File: src/logic/fe_defines.svh
`ifndef FE_DEFINES_SVH
`define FE_DEFINES_SVH

// Virtual pc width
`define FE_VADDR_W 32

// Instruction word width
`define FE_INSTR_W 32

// Byte step between sequential fetches
`define FE_PC_STEP 4

`endif

File: src/logic/fe_cmd_pkg.sv
`default_nettype none

`include "fe_defines.svh"

package fe_cmd_pkg;

  typedef enum logic
  {
    e_op_pc_redirect = 1'b0,
    e_op_halt        = 1'b1
  } fe_cmd_opcode_e;

  // Target vaddr is ignored for halt
  typedef struct packed
  {
    fe_cmd_opcode_e          opcode;
    logic [`FE_VADDR_W-1:0]  vaddr;
  } fe_cmd_s;

endpackage

`default_nettype wire

File: src/logic/fe_queue_pkg.sv
`default_nettype none

`include "fe_defines.svh"

package fe_queue_pkg;

  typedef enum logic
  {
    e_fe_fetch     = 1'b0,
    e_fe_exception = 1'b1
  } fe_msg_type_e;

  typedef enum logic [7:0]
  {
    e_instr_misaligned   = 8'h00,
    e_instr_access_fault = 8'h01
  } fe_exc_code_e;

  typedef struct packed
  {
    logic [`FE_VADDR_W-1:0]  pc;
    logic [`FE_INSTR_W-1:0]  instr;
  } fe_fetch_msg_s;

  typedef struct packed
  {
    logic [`FE_VADDR_W-1:0]  vaddr;
    fe_exc_code_e            exception_code;
    logic [23:0]             padding;
  } fe_exception_msg_s;

  // Same 64 bits read as a fetch or as an exception
  typedef union packed
  {
    fe_fetch_msg_s      fetch;
    fe_exception_msg_s  exception;
  } fe_queue_msg_u;

  typedef struct packed
  {
    fe_msg_type_e   msg_type;
    fe_queue_msg_u  msg;
  } fe_queue_s;

endpackage

`default_nettype wire

File: src/logic/fe_pc_if.sv
`timescale 1ns/1ps
`default_nettype none

`include "fe_defines.svh"

interface fe_pc_if;

  // Address of the next fetch and always valid
  logic [`FE_VADDR_W-1:0] next_pc;
  logic                   next_pc_yumi;

  // Redirect wins over yumi
  logic                   redirect_v;
  logic [`FE_VADDR_W-1:0] redirect_pc;

  modport gen
  (
    output next_pc,
    input  next_pc_yumi,
    input  redirect_v,
    input  redirect_pc
  );

  modport ctrl
  (
    input  next_pc,
    output next_pc_yumi,
    output redirect_v,
    output redirect_pc
  );

endinterface

`default_nettype wire

File: src/logic/fe_pc_gen.sv
`timescale 1ns/1ps
`default_nettype none

`include "fe_defines.svh"

module fe_pc_gen
(
  input  logic      clk_i,
  input  logic      reset_i,
  fe_pc_if.gen      pc_io
);

  logic [`FE_VADDR_W-1:0] pc_r;

  // Redirect takes priority over a sequential step
  always_ff @(posedge clk_i)
  begin
    if (reset_i)
    begin
      pc_r <= '0;
    end
    else if (pc_io.redirect_v)
    begin
      pc_r <= pc_io.redirect_pc;
    end
    else if (pc_io.next_pc_yumi)
    begin
      pc_r <= pc_r + `FE_VADDR_W'(`FE_PC_STEP);
    end
  end

  assign pc_io.next_pc = pc_r;

  // An aligned pc stays aligned through steps and aligned redirects
  property p_pc_stays_aligned;
    @(posedge clk_i) disable iff (reset_i)
      ((pc_r[1:0] == 2'b00)
        && !(pc_io.redirect_v && (pc_io.redirect_pc[1:0] != 2'b00)))
      |=> (pc_r[1:0] == 2'b00);
  endproperty

  a_pc_stays_aligned: assert property (p_pc_stays_aligned)
    else $error("pc lost alignment: %h", pc_r);

endmodule

`default_nettype wire

File: src/logic/fe_fetch_ctrl.sv
`timescale 1ns/1ps
`default_nettype none

`include "fe_defines.svh"

module fe_fetch_ctrl
(
  input  logic                       clk_i,
  input  logic                       reset_i,

  input  fe_cmd_pkg::fe_cmd_s        fe_cmd_i,
  input  logic                       fe_cmd_v_i,
  output logic                       fe_cmd_yumi_o,

  output fe_queue_pkg::fe_queue_s    fe_queue_o,
  output logic                       fe_queue_v_o,
  input  logic                       fe_queue_ready_i,

  output logic [`FE_VADDR_W-1:0]     wb_adr_o,
  output logic                       wb_cyc_o,
  output logic                       wb_stb_o,
  output logic                       wb_we_o,
  input  logic [`FE_INSTR_W-1:0]     wb_dat_i,
  input  logic                       wb_ack_i,
  input  logic                       wb_err_i,

  fe_pc_if.ctrl                      pc_io
);

  import fe_cmd_pkg::*;
  import fe_queue_pkg::*;

  typedef enum logic [1:0] {e_wait, e_run, e_stall} state_e;

  state_e    state_r, state_n;
  logic      cyc_r;
  logic      queue_v_r;
  fe_queue_s queue_r, queue_n;

  wire is_run     = (state_r == e_run);
  wire is_stall   = (state_r == e_stall);
  wire queue_free = ~queue_v_r | fe_queue_ready_i;
  wire bus_done   = cyc_r & (wb_ack_i | wb_err_i);

  wire cmd_redirect   = (fe_cmd_i.opcode == e_op_pc_redirect);
  wire cmd_misaligned = cmd_redirect & (fe_cmd_i.vaddr[1:0] != 2'b00);

  // Commands use the gap between bus cycles; a misaligned redirect also needs a queue slot
  wire cmd_take  = fe_cmd_v_i & ~cyc_r & (~cmd_misaligned | queue_free);
  wire mis_take  = cmd_take & cmd_misaligned;
  wire bus_start = (is_run | is_stall) & ~cyc_r & queue_free & ~fe_cmd_v_i;

  assign fe_cmd_yumi_o      = cmd_take;
  assign pc_io.redirect_v   = cmd_take & cmd_redirect & ~cmd_misaligned;
  assign pc_io.redirect_pc  = fe_cmd_i.vaddr;
  assign pc_io.next_pc_yumi = cyc_r & wb_ack_i;

  always_comb
  begin
    state_n = state_r;
    if (cmd_take)
    begin
      state_n = pc_io.redirect_v ? e_run : e_wait;
    end
    else if (is_run)
    begin
      if (cyc_r & wb_err_i)
        state_n = e_wait;
      else if (~cyc_r & ~queue_free)
        state_n = e_stall;
    end
    else if (is_stall & queue_free)
    begin
      state_n = e_run;
    end
  end

  // Build the next queue entry
  always_comb
  begin
    queue_n = '0;
    if (mis_take | (cyc_r & wb_err_i))
    begin
      queue_n.msg_type                   = e_fe_exception;
      queue_n.msg.exception.vaddr        = mis_take ? fe_cmd_i.vaddr : pc_io.next_pc;
      queue_n.msg.exception.exception_code = mis_take ? e_instr_misaligned
                                                      : e_instr_access_fault;
    end
    else
    begin
      queue_n.msg_type        = e_fe_fetch;
      queue_n.msg.fetch.pc    = pc_io.next_pc;
      queue_n.msg.fetch.instr = wb_dat_i;
    end
  end

  always_ff @(posedge clk_i)
  begin
    if (reset_i)
    begin
      state_r   <= e_wait;
      cyc_r     <= 1'b0;
      queue_v_r <= 1'b0;
    end
    else
    begin
      state_r <= state_n;
      if (bus_start)
        cyc_r <= 1'b1;
      else if (bus_done)
        cyc_r <= 1'b0;
      if (bus_done | mis_take)
        queue_v_r <= 1'b1;
      else if (fe_queue_ready_i)
        queue_v_r <= 1'b0;
    end
  end

  always_ff @(posedge clk_i)
  begin
    if (bus_done | mis_take)
      queue_r <= queue_n;
  end

  assign fe_queue_o   = queue_r;
  assign fe_queue_v_o = queue_v_r;

  // Address is the held pc, which only moves on ack or redirect
  assign wb_adr_o = pc_io.next_pc;
  assign wb_cyc_o = cyc_r;
  assign wb_stb_o = cyc_r;
  assign wb_we_o  = 1'b0;

  a_stb_held: assert property (@(posedge clk_i) disable iff (reset_i)
    (wb_stb_o && !wb_ack_i && !wb_err_i) |=> (wb_stb_o && $stable(wb_adr_o)))
    else $error("stb or adr changed before ack/err");

  a_ack_err_excl: assert property (@(posedge clk_i) disable iff (reset_i)
    wb_cyc_o |-> !(wb_ack_i && wb_err_i))
    else $error("ack and err both high");

  a_queue_hold: assert property (@(posedge clk_i) disable iff (reset_i)
    (fe_queue_v_o && !fe_queue_ready_i) |=> (fe_queue_v_o && $stable(fe_queue_o)))
    else $error("queue entry changed while not ready");

endmodule

`default_nettype wire

File: src/logic/fe_top.sv
`timescale 1ns/1ps
`default_nettype none

`include "fe_defines.svh"

module fe_top
(
  input  logic                       clk_i,
  input  logic                       reset_i,

  // Commands from the back end
  input  fe_cmd_pkg::fe_cmd_s        fe_cmd_i,
  input  logic                       fe_cmd_v_i,
  output logic                       fe_cmd_yumi_o,

  // Fetch queue
  output fe_queue_pkg::fe_queue_s    fe_queue_o,
  output logic                       fe_queue_v_o,
  input  logic                       fe_queue_ready_i,

  // Wishbone classic master toward instruction memory
  output logic [`FE_VADDR_W-1:0]     wb_adr_o,
  output logic                       wb_cyc_o,
  output logic                       wb_stb_o,
  output logic                       wb_we_o,
  input  logic [`FE_INSTR_W-1:0]     wb_dat_i,
  input  logic                       wb_ack_i,
  input  logic                       wb_err_i
);

  fe_pc_if u_pc_if ();

  fe_pc_gen u_pc_gen
  (
    .clk_i   (clk_i),
    .reset_i (reset_i),
    .pc_io   (u_pc_if.gen)
  );

  fe_fetch_ctrl u_fetch_ctrl
  (
    .clk_i            (clk_i),
    .reset_i          (reset_i),
    .fe_cmd_i         (fe_cmd_i),
    .fe_cmd_v_i       (fe_cmd_v_i),
    .fe_cmd_yumi_o    (fe_cmd_yumi_o),
    .fe_queue_o       (fe_queue_o),
    .fe_queue_v_o     (fe_queue_v_o),
    .fe_queue_ready_i (fe_queue_ready_i),
    .wb_adr_o         (wb_adr_o),
    .wb_cyc_o         (wb_cyc_o),
    .wb_stb_o         (wb_stb_o),
    .wb_we_o          (wb_we_o),
    .wb_dat_i         (wb_dat_i),
    .wb_ack_i         (wb_ack_i),
    .wb_err_i         (wb_err_i),
    .pc_io            (u_pc_if.ctrl)
  );

endmodule

`default_nettype wire

File: config.mk
export PLATFORM = sky130hd
export DESIGN_NAME = fe_top
export DESIGN_NICKNAME = d
export VERILOG_FILES = /design/src/logic/fe_cmd_pkg.sv /design/src/logic/fe_queue_pkg.sv /design/src/logic/fe_pc_if.sv /design/src/logic/fe_pc_gen.sv /design/src/logic/fe_fetch_ctrl.sv /design/src/logic/fe_top.sv
export VERILOG_INCLUDE_DIRS = /design/src /design/src/logic
export SDC_FILE = /design/constraint.sdc
export NUM_CORES = 1
export LEC_CHECK = 0
export BUFFER_PORTS_ARGS = -buffer_cell sky130_fd_sc_hd__buf_4
export CAP_MARGIN = 5
export CORE_MARGIN = 2
export CORE_UTILIZATION = 54
export DETAILED_ROUTE_END_ITERATION = 16
export HOLD_SLACK_MARGIN = 0.05
export PLACE_DENSITY = 0.86
export SETUP_SLACK_MARGIN = 0.15
export SLEW_MARGIN = 0
export SYNTH_ARGS = -nofsm -noshare
export SYNTH_HDL_FRONTEND = slang
export SYNTH_SLANG_ARGS = --single-unit
export TNS_END_PERCENT = 30
File: constraint.sdc
create_clock -name clk_i -period 6 [get_ports clk_i]
set_input_delay 0.3 -clock clk_i [delete_from_list [all_inputs] [get_ports clk_i]]
set_output_delay 0.3 -clock clk_i [all_outputs]
set_load 0.005 [all_outputs]
Yosys cells after proc, flatten, opt, wreduce, memory -nomap -nowiden
Index checks and enable logic that the tools add are counted.

operators by class
  bitwise gates (word level) = 26
  multiplexer cells = 15
  add/subtract/negate cells = 1
  reductions and logical operators = 6
  equal/unequal tests = 3

operators with widths
  operator                                                               count
  32-bit two-way mux                                                     3
  41-bit two-way mux                                                     1
  32-bit by 3-bit adder with 32-bit output, second input constant        1
  1-bit AND                                                              14
  2-bit two-way mux                                                      5
  2-bit nonzero test                                                     4
  1-bit two-way mux                                                      6
  1-bit NOT                                                              6
  1-bit bitwise OR                                                       6
  4-bit != test, second input constant                                   1
  3-bit nonzero test                                                     1
  2-bit by 1-bit equality test with 1-bit output, second input constant  1
  2-bit equality test, second input constant                             1
  2-bit AND reduction                                                    1

storage, ports and cells
  word-level logic and storage cells = 58
  output and inout bits = 102
  flip-flop bits (word level) = 101

Longest topological paths before layout
Gate-level depths: netlist of the first run.

  word-level depth = 9
  mapped depth = 7
  depth with buffers taken out = 6

Cells and area by module
From an unflattened synthesis of the first run, not the netlist that was laid out.

unflattened totals
  cell total of the unflattened synthesis = 479
  area total of the unflattened synthesis = 5283.8 µm²

modules (own cells, without submodules)
  module         cells each  area each (µm²)  instances  sequential area each (µm²)
  fe_fetch_ctrl  245         3390.8           1          2031.9
  fe_pc_gen      234         1893.1           1          640.6

Least setup slack after synthesis of the first run
Ideal clock, no wire load.

  kind = reg2reg
  from = register u_fetch_ctrl.cyc_r (netlist: u_fetch_ctrl.wb_cyc_o)
  to = register u_fetch_ctrl.queue_r (netlist bit u_fetch_ctrl.fe_queue_o[0]) (enable)
  data arrival time = 2.415 ns
  data required time = 5.304 ns
  setup slack = 2.889 ns
  buffers on the path = 2
  setup time = 0.696 ns
  cell stages (with the launch flop) = 7
  path through = dfxtp_1 buf_2 nand2b_1 nor4_2 a21oi_1 buf_1 nand2_1

between the ends
  cells in the longest elaborated chain, start to end = 5
  elaborated cells on any way between the ends = 6
  classes of those cells = bitwise (6)

ends and longest elaborated chain
  item                    line                  text
  from (decl)             fe_fetch_ctrl.sv:36   logic cyc_r;
  from (signal assigned)  fe_fetch_ctrl.sv:102  cyc_r <= 1'b0;
  from (signal assigned)  fe_fetch_ctrl.sv:109  cyc_r <= 1'b1;
  from (signal assigned)  fe_fetch_ctrl.sv:111  cyc_r <= 1'b0;
  1-bit NOT               fe_fetch_ctrl.sv:49   wire cmd_take = fe_cmd_v_i & ~cyc_r & (~cmd_misaligned | queue_free);
  1-bit AND (2 in a row)  fe_fetch_ctrl.sv:49
  1-bit AND               fe_fetch_ctrl.sv:50   wire mis_take = cmd_take & cmd_misaligned;
  1-bit bitwise OR *      fe_fetch_ctrl.sv:121  if (bus_done | mis_take)
  to (signal assigned)    fe_fetch_ctrl.sv:122  queue_r <= queue_n;
  to (decl)               fe_fetch_ctrl.sv:38   fe_queue_s queue_r, queue_n;

Every way passes the cells marked *; elsewhere a longest branch is shown, timed or not.
A chain may end at the register's enable or synchronous reset.

Worst setup path in the final report of the first run
  from = register u_fetch_ctrl.cyc_r (netlist: u_fetch_ctrl.wb_cyc_o)
  to = register u_fetch_ctrl.queue_r (netlist bit u_fetch_ctrl.fe_queue_o[58]) (enable)

The elaborated chain is that of the path after synthesis.

==> results of run 1 <==
==> logic make-up (layout without fill, tap and decap cells) <==
logic type | after synthesis | in the layout | share of synthesized area, %
and+or+nand+nor | 160 | 160 | 20.5
DFF | 101 | 101 | 55.5
AOI/OAI and AO/OA | 99 | 99 | 11.9
buffers and inverters | 40 | 199 | 3.69
muxes | 29 | 29 | 6.78
xor gates and xnor gates | 5 | 5 | 0.909
adders and majority gates | 3 | 3 | 0.779
other | 1 | 1 | 0.0778
==> state kept, by name, indices dropped and copies added (netlist names) <==
signal                     count
u_fetch_ctrl.fe_queue_o       65
u_fetch_ctrl.fe_queue_v_o      1
u_fetch_ctrl.state_r           2
u_fetch_ctrl.wb_cyc_o          1
u_pc_gen.pc_io.next_pc        32
==> per-stage QoR <==
step	cells	power [mW]	utilization [%]	hold WS, ps	area [µm²]
final	705	1.39	72.9	191	6330
after global routing	705	1.43	72.9	180	6330
after CTS	705	1.39	72.9	184	6330
after detailed placement	689	0.972	70.7	496	6140
after global placement	689	0.966	70.7	487	6140
after floorplan	438	0.873	-	436	4820
==> cell type report <==
type	count	area (µm²)
sequential	101	2670
fill	655	2350
tap	108	135
inverter	9	33.8
clock inverter	6	63.8
clock buffer	10	128
multi-input combinational	297	1990
timing repair buffer	174	1310
==> where the power goes <==
| part | leakage [nW] | switching [mW] | internal, mW | total, mW |
|---|---|---|---|---|
| registers | 0.908 | 0.0159 | 0.777 | 0.793 |
| clock network | 0.0927 | 0.236 | 0.193 | 0.429 |
| logic | 1.53 | 0.0732 | 0.0901 | 0.163 |
| total | 2.53 | 0.325 | 1.06 | 1.39 |
==> worst register-to-register path, delay by kind of cell (launching register included) <==
family / cells / cell delay, ps
AOI/OAI and AO/OA: 1 / 860
and+or+nand+nor: 3 / 1120
DFF: 1 / 550
==> how the worst min path moves through the flow <==
stage	startpoint	endpoint	slack, ps	depth (start not counted)
after global placement	u_pc_gen.pc_io.next_pc[1]	u_pc_gen.pc_io.next_pc[1]	490	1
after floorplan	fe_cmd_i[14]	u_pc_gen.pc_io.next_pc[14]	440	2
after detailed placement	u_pc_gen.pc_io.next_pc[1]	u_pc_gen.pc_io.next_pc[1]	500	1
after global routing	fe_cmd_i[18]	u_pc_gen.pc_io.next_pc[18]	180	3
final	fe_cmd_i[18]	u_pc_gen.pc_io.next_pc[18]	190	3
after CTS	fe_cmd_i[18]	u_pc_gen.pc_io.next_pc[18]	180	3
==> placed cells by master (no fill, tap or decap), types with 2 or more instances in the layout <==
cell type,synthesis,layout
sky130_fd_sc_hd__nor4_4,4,5
sky130_fd_sc_hd__and2_1,33,33
sky130_fd_sc_hd__clkbuf_8,0,9
sky130_fd_sc_hd__nor2b_1,2,2
sky130_fd_sc_hd__mux2_1,2,2
sky130_fd_sc_hd__buf_4,4,174
sky130_fd_sc_hd__nand4_1,8,8
sky130_fd_sc_hd__and4_1,4,4
sky130_fd_sc_hd__o31a_1,3,3
sky130_fd_sc_hd__a32oi_1,3,3
sky130_fd_sc_hd__and3_1,10,10
sky130_fd_sc_hd__o211ai_1,2,2
sky130_fd_sc_hd__nor3b_1,2,2
sky130_fd_sc_hd__dfxtp_1,36,36
sky130_fd_sc_hd__xnor2_1,4,4
sky130_fd_sc_hd__nor2_1,16,16
sky130_fd_sc_hd__a22oi_1,3,3
sky130_fd_sc_hd__ha_1,3,3
sky130_fd_sc_hd__a21oi_1,43,42
sky130_fd_sc_hd__nor4_1,7,7
sky130_fd_sc_hd__a211o_1,2,2
sky130_fd_sc_hd__nand2b_1,3,3
sky130_fd_sc_hd__clkinvlp_4,0,2
sky130_fd_sc_hd__o21ai_0,19,19
sky130_fd_sc_hd__mux2_2,27,27
sky130_fd_sc_hd__nor4b_1,2,2
sky130_fd_sc_hd__nor4_2,4,3
sky130_fd_sc_hd__o21ai_1,3,3
sky130_fd_sc_hd__nor3_1,9,9
sky130_fd_sc_hd__inv_1,9,9
sky130_fd_sc_hd__clkinv_2,0,2
sky130_fd_sc_hd__edfxtp_1,65,65
sky130_fd_sc_hd__o22ai_1,6,6
sky130_fd_sc_hd__nand2_1,32,31
sky130_fd_sc_hd__nand3_1,15,15
sky130_fd_sc_hd__a31oi_1,12,12
==> layer usage <==
metal  track usage (%)  up-vias  share of wire [%]
met3              6.60       16                8.1
met4              5.90        0                1.6
li1                  -     1937                  -
met2              42.6      193                 49
met1              34.1     1930                 41
met5                 0        -                  0
==> cells in the mapped netlist, types with 10 or more instances <==
cell,instances
sky130_fd_sc_hd__and2_1,33
sky130_fd_sc_hd__edfxtp_1,65
sky130_fd_sc_hd__nand3_1,15
sky130_fd_sc_hd__buf_2,10
sky130_fd_sc_hd__clkbuf_1,16
sky130_fd_sc_hd__and3_1,10
sky130_fd_sc_hd__a21oi_1,43
sky130_fd_sc_hd__nand2_1,32
sky130_fd_sc_hd__nor2_1,16
sky130_fd_sc_hd__a31oi_1,12
sky130_fd_sc_hd__mux2_2,27
sky130_fd_sc_hd__dfxtp_1,36
sky130_fd_sc_hd__o21ai_0,19
==> results.rst, run 1 <==
.. list-table::
   :header-rows: 1

   * - Metric
     - Value
   * - Avg Inst Size Synth
     - 11.0 µm²
   * - Class of the most critical setup path
     - register to register
   * - Number of remaining DRC errors
     - 0
   * - Number of cells produced by synthesis
     - 438
   * - FF+latch count, synth
     - 101
   * - Core Rows
     - 34
   * - Antenna fix cells
     - 0
   * - Worst slack at placement
     - 3010 ps
   * - Detail Placement HPWL
     - 8.86 mm
   * - Chip Height
     - 98.5 µm
   * - I/O pin count
     - 173
   * - Synth async-reset ratio
     - 0%
   * - Final Hold Vio Count
     - 0
   * - Cells along the critical path
     - nand2b_1 -> nor4_4 -> a21oi_2 -> nand2_4
   * - Largest vdd supply drop
     - 0.127 mV
   * - Finish-stage setup viols
     - 0
   * - Hold/Removal Path Class
     - input pin to register
   * - Total stage count of the critical path
     - 4
   * - Least-Margin Pin Slew
     - 1190 ps
   * - Post-route clock skew
     - 8.38 ps
   * - Worst rel slew slack
     - 20.7%
   * - Vias in the first global route
     - 3942
   * - Share of the clock period used by the worst path after layout
     - 50.1%
   * - Fraction of the yosys area taken by sequential cells
     - 55.5%
   * - Detailed-route wire length per cell
     - 17.9 µm
   * - Gpl congestion
     - 0.870
   * - Skew-Pair Late Insertion Delay
     - 360 ps
   * - Library cell used as clock root buffer
     - sky130_fd_sc_hd__clkbuf_8
   * - Core region area
     - 8680 µm²
   * - GRT Util Overall
     - 25.6%
   * - Initial core utilization
     - 55.5%
   * - Resized cells post-CTS
     - 0
   * - Data arrival at the endpoint of the critical path
     - 2900 ps
   * - Final critical-path setup slack
     - 2990 ps
   * - Register-to-Register Path Depth
     - 4
   * - Setup TNS
     - 0 ps
   * - Die X
     - 98.5 µm
   * - Number of nets with antenna violations after detailed routing
     - 0
   * - Total nets after synthesis
     - 512
   * - Unrepaired setup endpoints after global routing
     - no
   * - Port Buffers
     - 171
   * - H-tree depth reported by CTS
     - 3
   * - Buf+Inv Stages, Crit Path
     - 0
   * - Global-route wire length before repair
     - 20.2 mm
   * - Capturing element type of the critical path
     - register
   * - Die area
     - 9700 µm²
   * - Crit Path Max Fanout
     - 65
   * - Share of final-layout standard cells stronger than drive strength 1
     - 38.9%
   * - Buffers inserted during post-CTS setup optimization
     - 0
   * - Via density per instance
     - 5.78
   * - Pins over their slew limit
     - 0
   * - Cell with the biggest individual delay on the critical path
     - sky130_fd_sc_hd__a21oi_2
   * - Pin count of the biggest net entering global routing
     - 66
   * - CTS tree
     - done
   * - Library cell occupying the most area in the post-synthesis netlist
     - sky130_fd_sc_hd__edfxtp_1
   * - Final-stage net count
     - 666
   * - Share of the synthesized area in the top cell type
     - 40.5%
   * - Minimum clock period
     - 3010 ps
   * - Launch point of the critical path
     - u_fetch_ctrl.wb_cyc_o
   * - Critical Path Sink
     - u_fetch_ctrl.fe_queue_o[58]
   * - Number of antenna violations at the first check in global routing
     - 0
   * - CTS buffer count
     - 9
   * - Delay of the slowest cell on the worst path
     - 860 ps
   * - Power density relative to cell area
     - 219 nW/µm²
   * - Number of enable-type register cells in the synthesized netlist
     - 65
   * - Ys Warns
     - 0
   * - Total overflow reported by the global router
     - 0
   * - Clock transition at path regs
     - 100 ps
   * - Maximum achievable frequency
     - 0.333 GHz
   * - Max-cap violation count
     - 0
   * - Number of buffers inserted by hold repair at cts
     - 0
   * - Endpoint of the worst register-to-register path
     - u_fetch_ctrl.fe_queue_o[58]
   * - First-pass iteration count of the detailed router
     - 5
   * - Cell family with most CP delay
     - simple AND/OR/NAND/NOR gates
   * - Vias post-DR
     - 4076
   * - Worst setup SP type
     - register
   * - Maximum buffer depth of the clock tree
     - 2
   * - Reg-to-reg setup timing slack
     - 2990 ps
   * - Area overhead of the layout relative to synthesis
     - 31.3%
   * - Number of DRC markers in iteration 0
     - 324
   * - Static leakage
     - 2.53 nW
   * - Primary FF master, synth
     - sky130_fd_sc_hd__edfxtp_1
   * - Beginning of the worst register-to-register path
     - u_fetch_ctrl.wb_cyc_o
   * - Most area-consuming cells after synthesis
     - sky130_fd_sc_hd__edfxtp_1, sky130_fd_sc_hd__dfxtp_1, sky130_fd_sc_hd__mux2_2
   * - Total wire length
     - 12.6 mm
   * - Cell area after synthesis
     - 4820 µm²
   * - Outcome
     - finished clean
   * - Clock tree sinks
     - 101
   * - Library cells used by synthesis
     - 50
   * - Critical path required time
     - 5890 ps
(Power assumes the default switching activity.)
==> inputs of run 2 (changes only) <==
- CORE_UTILIZATION: 54 -> 50
- PLACE_DENSITY: 0.86 -> 0.8
- clock period: 6 -> 2.8 ns (I/O delays scaled with it)
==> run 2 against run 1 <==
Against the previous run: sequential power up 110%; hold slack got worse by 130 ps; clock skew is 0.59 ps higher; critical path depth increased by 2.
==> results.rst, run 2 (synthesis gave the netlist of run 1 again) <==
.. list-table::
   :header-rows: 1

   * - Metric
     - Value
   * - Final standard cell count with taps included and fillers excluded
     - 738 (+4.7%)
   * - Maximum buffer depth of the clock tree
     - 2 (unchanged)
   * - Outcome
     - finished clean
   * - Unrepaired setup endpoints after global routing
     - no
   * - Max-cap violation count
     - 0 (unchanged)
   * - Power density relative to cell area
     - 470 nW/µm² (+110%)
   * - Finish-stage setup viols
     - 0 (unchanged)
   * - Clock tree sinks
     - 101 (unchanged)
   * - Setup TNS
     - 0 ps (unchanged)
   * - Critical path required time
     - 2820 ps (-3070 ps)
   * - Final-stage net count
     - 678 (+1.8%)
   * - Gpl congestion
     - 0.848 (-2.6%)
   * - Detailed-route wire length on metal 1
     - 5.20 mm (-0.59%)
   * - Total wire length
     - 12.6 mm (-0.21%)
   * - Buffers inserted during post-CTS setup optimization
     - 0 (unchanged)
   * - Number of cells in the design after placement
     - 716 (+3.9%)
   * - Most frequent standard cell in the layout excluding fill and tap cells
     - sky130_fd_sc_hd__buf_4
   * - Final core area utilization
     - 70.0% (-2.9 points)
   * - Class of the most critical setup path
     - register to register
   * - Max FFs per register
     - 65 (unchanged)
   * - Number of nets with antenna violations after detailed routing
     - 0 (unchanged)
   * - Detail Placement HPWL
     - 9.03 mm (+1.8%)
   * - Skew-Pair Late Insertion Delay
     - 350 ps (about the same)
   * - Total overflow reported by the global router
     - 0 (unchanged)
   * - Number of remaining DRC errors
     - 0 (unchanged)
   * - Worst rel slew slack
     - 52.2% (+32 points)
   * - Area occupied by multi-input gates
     - 1990 µm² (unchanged)
   * - CTS tree
     - done
   * - Port Buffers
     - 171 (unchanged)
   * - Die X
     - 102 µm (+3.8%)
   * - Library cell used as clock root buffer
     - sky130_fd_sc_hd__clkbuf_8
   * - Power consumption
     - 3.05 mW (+120%)
   * - Vias in the first global route
     - 3917 (-0.63%)
   * - Fillers
     - 728 (+11%)
   * - Register cell area after layout
     - 2670 µm² (unchanged)
   * - GRT Util Overall
     - 23.9% (-1.7 points)
   * - Resized cells post-CTS
     - 0 (unchanged)
   * - Post-route clock skew
     - 8.97 ps (+0.589 ps)
   * - Data arrival at the endpoint of the critical path
     - 2170 ps (-730 ps)
   * - Capturing element type of the critical path
     - register
   * - Clock transition at path regs
     - 100 ps (about the same)
   * - Met3 wire len
     - 1.11 mm (+9.1%)
   * - Antenna fix cells
     - 0 (unchanged)
   * - Hold/Removal Path Class
     - input pin to register
   * - Number of buffers inserted by hold repair at cts
     - 6 (+6)
   * - Number of DRC markers in iteration 0
     - 228 (-30%)
   * - Share of the clock period used by the worst path after layout
     - 76.6% (+27 points)
   * - Chip Height
     - 102 µm (+3.8%)
   * - Maximum achievable frequency
     - 0.466 GHz (+40%)
   * - I/O pin count
     - 173 (unchanged)
   * - Least-Margin Pin Slew
     - 714 ps (-475 ps)
   * - H-tree depth reported by CTS
     - 3 (unchanged)
   * - Commonest cells after routing, fill and taps aside
     - sky130_fd_sc_hd__buf_4, sky130_fd_sc_hd__edfxtp_1, sky130_fd_sc_hd__a21oi_1
   * - Final Hold Vio Count
     - 0 (unchanged)
   * - Worst setup SP type
     - register
   * - Core region area
     - 9280 µm² (+7.0%)
   * - CTS buffer count
     - 9 (unchanged)
   * - Die area
     - 10400 µm² (+7.7%)
   * - Largest vdd supply drop
     - 0.243 mV (+91%)
   * - Met2 WL post-DR
     - 6.12 mm (-0.73%)
   * - Vias post-DR
     - 4118 (+1.0%)
   * - Core Rows
     - 35 (+2.9%)
   * - First-pass iteration count of the detailed router
     - 5 (unchanged)
   * - Global-route wire length before repair
     - 19.6 mm (-2.6%)
   * - Static leakage
     - 2.61 nW (+3.0%)
   * - Initial core utilization
     - 51.9% (-3.6 points)
   * - Share of final-layout standard cells stronger than drive strength 1
     - 39.2% (+0.38 points)
   * - Pins over their slew limit
     - 0 (unchanged)
   * - Post-DP Area
     - 6220 µm² (+1.4%)
   * - Detailed-route wire length per cell
     - 17.1 µm (-4.7%)
   * - Post-Layout Inst Area
     - 6500 µm² (+2.7%)
   * - Number of antenna violations at the first check in global routing
     - 0 (unchanged)
   * - Pin count of the biggest net entering global routing
     - 66 (unchanged)
   * - Minimum clock period
     - 2140 ps (-861 ps)
   * - Via density per instance
     - 5.58 (-3.5%)
   * - Area overhead of the layout relative to synthesis
     - 34.8%
   * - Crit Path Max Fanout
     - 65 (unchanged)
   * - Uppermost layer routed
     - met4
[run 2: changes by cell type in the layout (fill, tap and decap cells not counted)]
cell	before	now
sky130_fd_sc_hd__clkinvlp_4	2	0
sky130_fd_sc_hd__dlygate4sd3_1	0	6
sky130_fd_sc_hd__buf_12	0	1
sky130_fd_sc_hd__inv_8	0	2
sky130_fd_sc_hd__clkinv_2	2	0
sky130_fd_sc_hd__clkbuf_1	1	0
sky130_fd_sc_hd__clkbuf_8	9	10
sky130_fd_sc_hd__buf_4	174	179
sky130_fd_sc_hd__clkinv_4	0	2
[run 2: report_power, final]
group / leakage, nW / internal [mW] / switching, mW
Sequential: 0.908 / 1.66 / 0.0342
Combinational: 1.59 / 0.206 / 0.161
Clock: 0.111 / 0.457 / 0.531
[run 2: layout make-up]
cell class | count | share of cell area, %
clock buffers | 10 | 2.12
clock inverters | 6 | 1.21
inverters | 9 | 0.520
multi-input cells | 297 | 30.6
flip-flops and latches | 101 | 41.1
well taps | 129 | 2.48
repair buffers | 186 | 21.9
[run 2: per-stage QoR]
| stage | setup WS [ps] | hold slack [ps] |
|---|---|---|
| 2_1_floorplan | 324 | 276 |
| 3_3_place_gp | 762 | 405 |
| 3_5_place_dp | 683 | 416 |
| 4_1_cts | 647 | 50.9 |
| 5_1_grt | 544 | 50.8 |
| 6_report | 655 | 58.7 |
[run 2: critical path, stage by stage (launching register included)]
cell and delay [ps]:
sky130_fd_sc_hd__dfxtp_1 430, sky130_fd_sc_hd__nand2b_1 280, sky130_fd_sc_hd__nor4_4 260, sky130_fd_sc_hd__buf_4 310, sky130_fd_sc_hd__a21oi_2 90, sky130_fd_sc_hd__nand2_4 100, sky130_fd_sc_hd__buf_12 310
[run 2: path summary, 6_finish.rpt]
kind | from | end | slack, ps | cells past startpoint
max reg2reg | u_fetch_ctrl.wb_cyc_o | u_fetch_ctrl.fe_queue_o[61] | 660 | 6
min | fe_cmd_i[28] | u_pc_gen.pc_io.next_pc[28] | 60 | 3
max | u_fetch_ctrl.wb_cyc_o | u_fetch_ctrl.fe_queue_o[61] | 660 | 6
min reg2reg | u_pc_gen.pc_io.next_pc[1] | u_pc_gen.pc_io.next_pc[1] | 510 | 1
[run 2: routing by layer]
layer / vias up / global-route usage (%)
met3: 17 / 5.06
met2: 196 / 41.3
li1: 1960 / -
met5: - / 0
met1: 1945 / 30.4
met4: 0 / 6.67
==> inputs of run 3 (changes only) <==
- ABC_AREA: default -> 1
- CORE_UTILIZATION: 50 -> 51
- PLACE_DENSITY: 0.8 -> 0.81
- clock period: 2.8 -> 2.19 ns (I/O delays scaled with it)
==> run 3 against run 2 <==
Against the previous run: largest cell class unchanged; non-clock buffer count is 8 higher; critical path type unchanged; cell count up 29%; sequential cell count unchanged; largest power group unchanged; maximum frequency increased by 20%; sequential power up 41%; area after synthesis grew 5.7%; routed wire length increased by 11%; global-route usage is 1.9 points higher.
==> results.rst, run 3 <==
.. list-table::
   :header-rows: 1

   * - Metric
     - Value
   * - Initial core utilization
     - 52.4% (+0.44 points)
   * - Launch point of the critical path
     - u_fetch_ctrl.wb_cyc_o
   * - Capturing element type of the critical path
     - register
   * - Pin count of the biggest net entering global routing
     - 40 (-39%)
   * - Final critical-path setup slack
     - 396 ps (-259 ps)
   * - Basic-gate share of the synthesized area counting and, or, nand and nor cells
     - 22.3% (+1.9 points)
   * - Post-DP Area
     - 6460 µm² (+3.9%)
   * - Portion of total power attributed to the clock network
     - 30.0% (-2.4 points)
   * - First-pass iteration count of the detailed router
     - 5 (unchanged)
   * - Cell depth of the worst hold path
     - 3 (unchanged)
   * - Minimum clock period
     - 1790 ps (-351 ps)
   * - Most numerous cell in the Yosys netlist
     - sky130_fd_sc_hd__inv_1
   * - Main combinational cell family by area after synthesis
     - simple AND/OR/NAND/NOR gates
   * - Core Rows
     - 36 (+2.9%)
   * - Die X
     - 104 µm (+1.7%)
   * - Fraction of the yosys area taken by sequential cells
     - 52.5% (-3.0 points)
   * - Post-synthesis compound-gate area fraction
     - 11.1% (-0.74 points)
   * - Most frequent standard cell in the layout excluding fill and tap cells
     - sky130_fd_sc_hd__buf_4
   * - Post-route clock skew
     - 12.9 ps (+3.95 ps)
   * - Endpoint of the worst register-to-register path
     - u_pc_gen.pc_io.next_pc[6]
   * - Primary FF master, synth
     - sky130_fd_sc_hd__edfxtp_1
   * - Skew-Pair Late Insertion Delay
     - 370 ps (+20 ps)
   * - Worst slack at placement
     - 444 ps (-239 ps)
   * - Origin of the worst min-delay path
     - wb_dat_i[10]
   * - Max-cap violation count
     - 0 (unchanged)
   * - Resized cells post-CTS
     - 0 (unchanged)
   * - FF+latch count, synth
     - 101 (unchanged)
   * - Most area-consuming cells after synthesis
     - sky130_fd_sc_hd__edfxtp_1, sky130_fd_sc_hd__dfxtp_1, sky130_fd_sc_hd__inv_1
   * - Part of the power in registers
     - 49.6% (-6.0 points)
   * - Gate power share
     - 20.3% (+8.3 points)
   * - Reg-to-reg setup timing slack
     - 400 ps (-260 ps)
   * - Pins over their slew limit
     - 0 (unchanged)
   * - Largest vdd supply drop
     - 0.453 mV (+87%)
   * - Number of enable-type register cells in the synthesized netlist
     - 65 (unchanged)
   * - Hold/Removal Path Class
     - input pin to register
   * - Number of DRC markers in iteration 0
     - 362 (+59%)
   * - Register-to-Register Path Depth
     - 7 (+1)
   * - Clock transition at path regs
     - 100 ps (about the same)
   * - Final-stage net count
     - 888 (+31%)
   * - Beginning of the worst register-to-register path
     - u_fetch_ctrl.wb_cyc_o
   * - Synth async-reset ratio
     - 0% (unchanged)
   * - Commonest cells after routing, fill and taps aside
     - sky130_fd_sc_hd__buf_4, sky130_fd_sc_hd__inv_1, sky130_fd_sc_hd__nand2_1
   * - Class of the most critical setup path
     - register to register
   * - H-tree depth reported by CTS
     - 3 (unchanged)
   * - Least-Margin Pin Slew
     - 586 ps (-129 ps)
   * - Static leakage
     - 2.99 nW (+15%)
   * - Library cells used by synthesis
     - 29 (-42%)
   * - Avg Inst Size Synth
     - 8.07 µm² (-27%)
   * - Final Hold Vio Count
     - 0 (unchanged)
   * - Library cell occupying the most area in the post-synthesis netlist
     - sky130_fd_sc_hd__edfxtp_1
   * - Max FFs per register
     - 65 (unchanged)
   * - Share of synthesized cell area in full adder, half adder and majority cells
     - 0.737% (-0.042 points)
   * - Power density relative to cell area
     - 701 nW/µm² (+49%)
   * - Internal Pwr Total
     - 3.56 mW (+53%)
   * - Worst rel slew slack
     - 60.8% (+8.6 points)
   * - Gpl congestion
     - 0.945 (+11%)
   * - Multiplexer share of the synthesized area
     - 0% (-6.8 points)
   * - Post-synthesis xor/xnor area fraction
     - 0.688% (-0.22 points)
   * - Port Buffers
     - 171 (unchanged)
   * - Critical path required time
     - 2460 ps (-360 ps)
   * - Cell area after synthesis
     - 5090 µm² (+5.7%)
   * - Share of final-layout standard cells stronger than drive strength 1
     - 26.9% (-12 points)
   * - Net switching component of the power
     - 1.26 mW (+74%)
   * - Clock tree sinks
     - 101 (unchanged)
   * - CTS buffer count
     - 9 (unchanged)
   * - Finish-stage setup viols
     - 0 (unchanged)
   * - Total wire length
     - 14.0 mm (+11%)
   * - Worst setup SP type
     - register
   * - Data arrival at the endpoint of the critical path
     - 2070 ps (-100 ps)
   * - Endpoint of the worst hold-timing path
     - u_fetch_ctrl.fe_queue_o[10]
   * - Global-route wire length before repair
     - 22.6 mm (+15%)
   * - Detailed-route wire length per cell
     - 14.7 µm (-14%)
   * - Core region area
     - 9730 µm² (+4.8%)
   * - Number of antenna violations at the first check in global routing
     - 0 (unchanged)
   * - Via density per instance
     - 5.06 (-9.2%)
   * - I/O pin count
     - 173 (unchanged)
   * - Buffers inserted during post-CTS setup optimization
     - 0 (unchanged)
   * - Setup TNS
     - 0 ps (unchanged)
   * - Die area
     - 10800 µm² (+3.5%)
   * - Share of the clock period used by the worst path after layout
     - 81.9% (+5.3 points)
   * - Total nets after synthesis
     - 705 (+38%)
   * - Vias in the first global route
     - 4691 (+20%)
   * - Crit Path Max Fanout
     - 27 (-58%)
   * - Number of nets with antenna violations after detailed routing
     - 0 (unchanged)
   * - Maximum buffer depth of the clock tree
     - 2 (unchanged)
   * - Ys Warns
     - 0 (unchanged)
   * - Antenna fix cells
     - 0 (unchanged)
   * - CTS tree
     - done
   * - Share of the synthesized area in the top cell type
     - 38.3% (-2.2 points)
   * - Area overhead of the layout relative to synthesis
     - 35.1%
   * - Vias post-DR
     - 4821 (+17%)
   * - Outcome
     - finished clean
   * - Unrepaired setup endpoints after global routing
     - no
   * - Library cell used as clock root buffer
     - sky130_fd_sc_hd__clkbuf_8
   * - Most common library cells after synthesis
     - sky130_fd_sc_hd__inv_1, sky130_fd_sc_hd__nand2_1, sky130_fd_sc_hd__nor2_1, sky130_fd_sc_hd__edfxtp_1, sky130_fd_sc_hd__nand3_1
   * - Post-Layout Inst Area
     - 6880 µm² (+5.9%)
   * - Maximum achievable frequency
     - 0.558 GHz (+20%)
   * - GRT Util Overall
     - 25.7% (+1.9 points)
   * - Number of remaining DRC errors
     - 0 (unchanged)
   * - Total overflow reported by the global router
     - 0 (unchanged)
   * - Detail Placement HPWL
     - 9.94 mm (+10%)
   * - Number of cells produced by synthesis
     - 631 (+44%)
   * - Switching power share of the total
     - 26.2% (+2.4 points)
   * - Chip Height
     - 104 µm (+1.7%)
## run 3: critical path: stages, from the launching register on
cell and delay, ps:
sky130_fd_sc_hd__dfxtp_1 480, sky130_fd_sc_hd__nand2_2 230, sky130_fd_sc_hd__nand2_2 510, sky130_fd_sc_hd__o21ai_0 200, sky130_fd_sc_hd__nand2_1 110, sky130_fd_sc_hd__nand3_1 80
sky130_fd_sc_hd__nand2_1 60, sky130_fd_sc_hd__inv_1 40
## run 3: layout make-up
type | count | area (µm²)
fillers | 757 | 2850
flip-flops and latches | 101 | 2670
multi-input cells | 376 | 1790
repair buffers | 194 | 1510
inverters | 132 | 495
well taps | 133 | 166
clock buffers | 10 | 138
clock inverters | 6 | 109
## run 3: worst max-delay path by stage
stage	end	slack, ps	depth (start not counted)
5_1_grt	u_pc_gen.pc_io.next_pc[6]	270	7
4_1_cts	u_pc_gen.pc_io.next_pc[6]	420	7
6_report	u_pc_gen.pc_io.next_pc[6]	400	7
2_1_floorplan	u_fetch_ctrl.fe_queue_o[0]	380	7
3_5_place_dp	u_fetch_ctrl.fe_queue_o[59]	440	8
3_3_place_gp	u_fetch_ctrl.fe_queue_o[60]	550	8
## run 3: layer usage
metal  vias to the layer above  wire (µm)  GRT usage [%]
met3                        33        928           4.57
met4                         0        407           11.1
met5                         -          0              0
met1                      2177       5820           32.1
met2                       231       6820           44.0
li1                       2380          -              -
## run 3: cells by family (layout without fill, tap and decap cells)
kind of cell             count (synthesis)  count (layout)
adder cells (fa/ha/maj)                  3               3
XOR/XNOR                                 4               4
flip-flops                             101             101
buffers and inverters                  154             342
AND/OR/NAND/NOR                        266             266
AO/OA/AOI/OAI                          102             102
other                                    1               1
## run 3: what timing repair did
action,CTS,global route
setup endpoints to repair,0,0
hold buffers,17,0
endpoints found under the hold margin,17,0
## run 3: power groups by stage
stage                     Sequential (mW)  Combinational (mW)  Clock, mW
after floorplan                      2.45               0.415          0
after global placement               2.42               0.920          0
after detailed placement             2.44               0.954          0
after CTS                            2.39               0.982       1.46
after global routing                 2.42                1.07       1.52
final                                2.39               0.981       1.45
## run 3: stage by stage
stage / util, % / cells / hold WS, ps / power, mW
2_1_floorplan: - / 631 / 276 / 2.86
3_3_place_gp: 66.4 / 919 / 394 / 3.34
3_5_place_dp: 66.4 / 919 / 401 / 3.39
4_1_cts: 70.7 / 952 / 51.6 / 4.83
5_1_grt: 70.7 / 952 / 52.8 / 5.00
6_report: 70.7 / 952 / 46.0 / 4.82
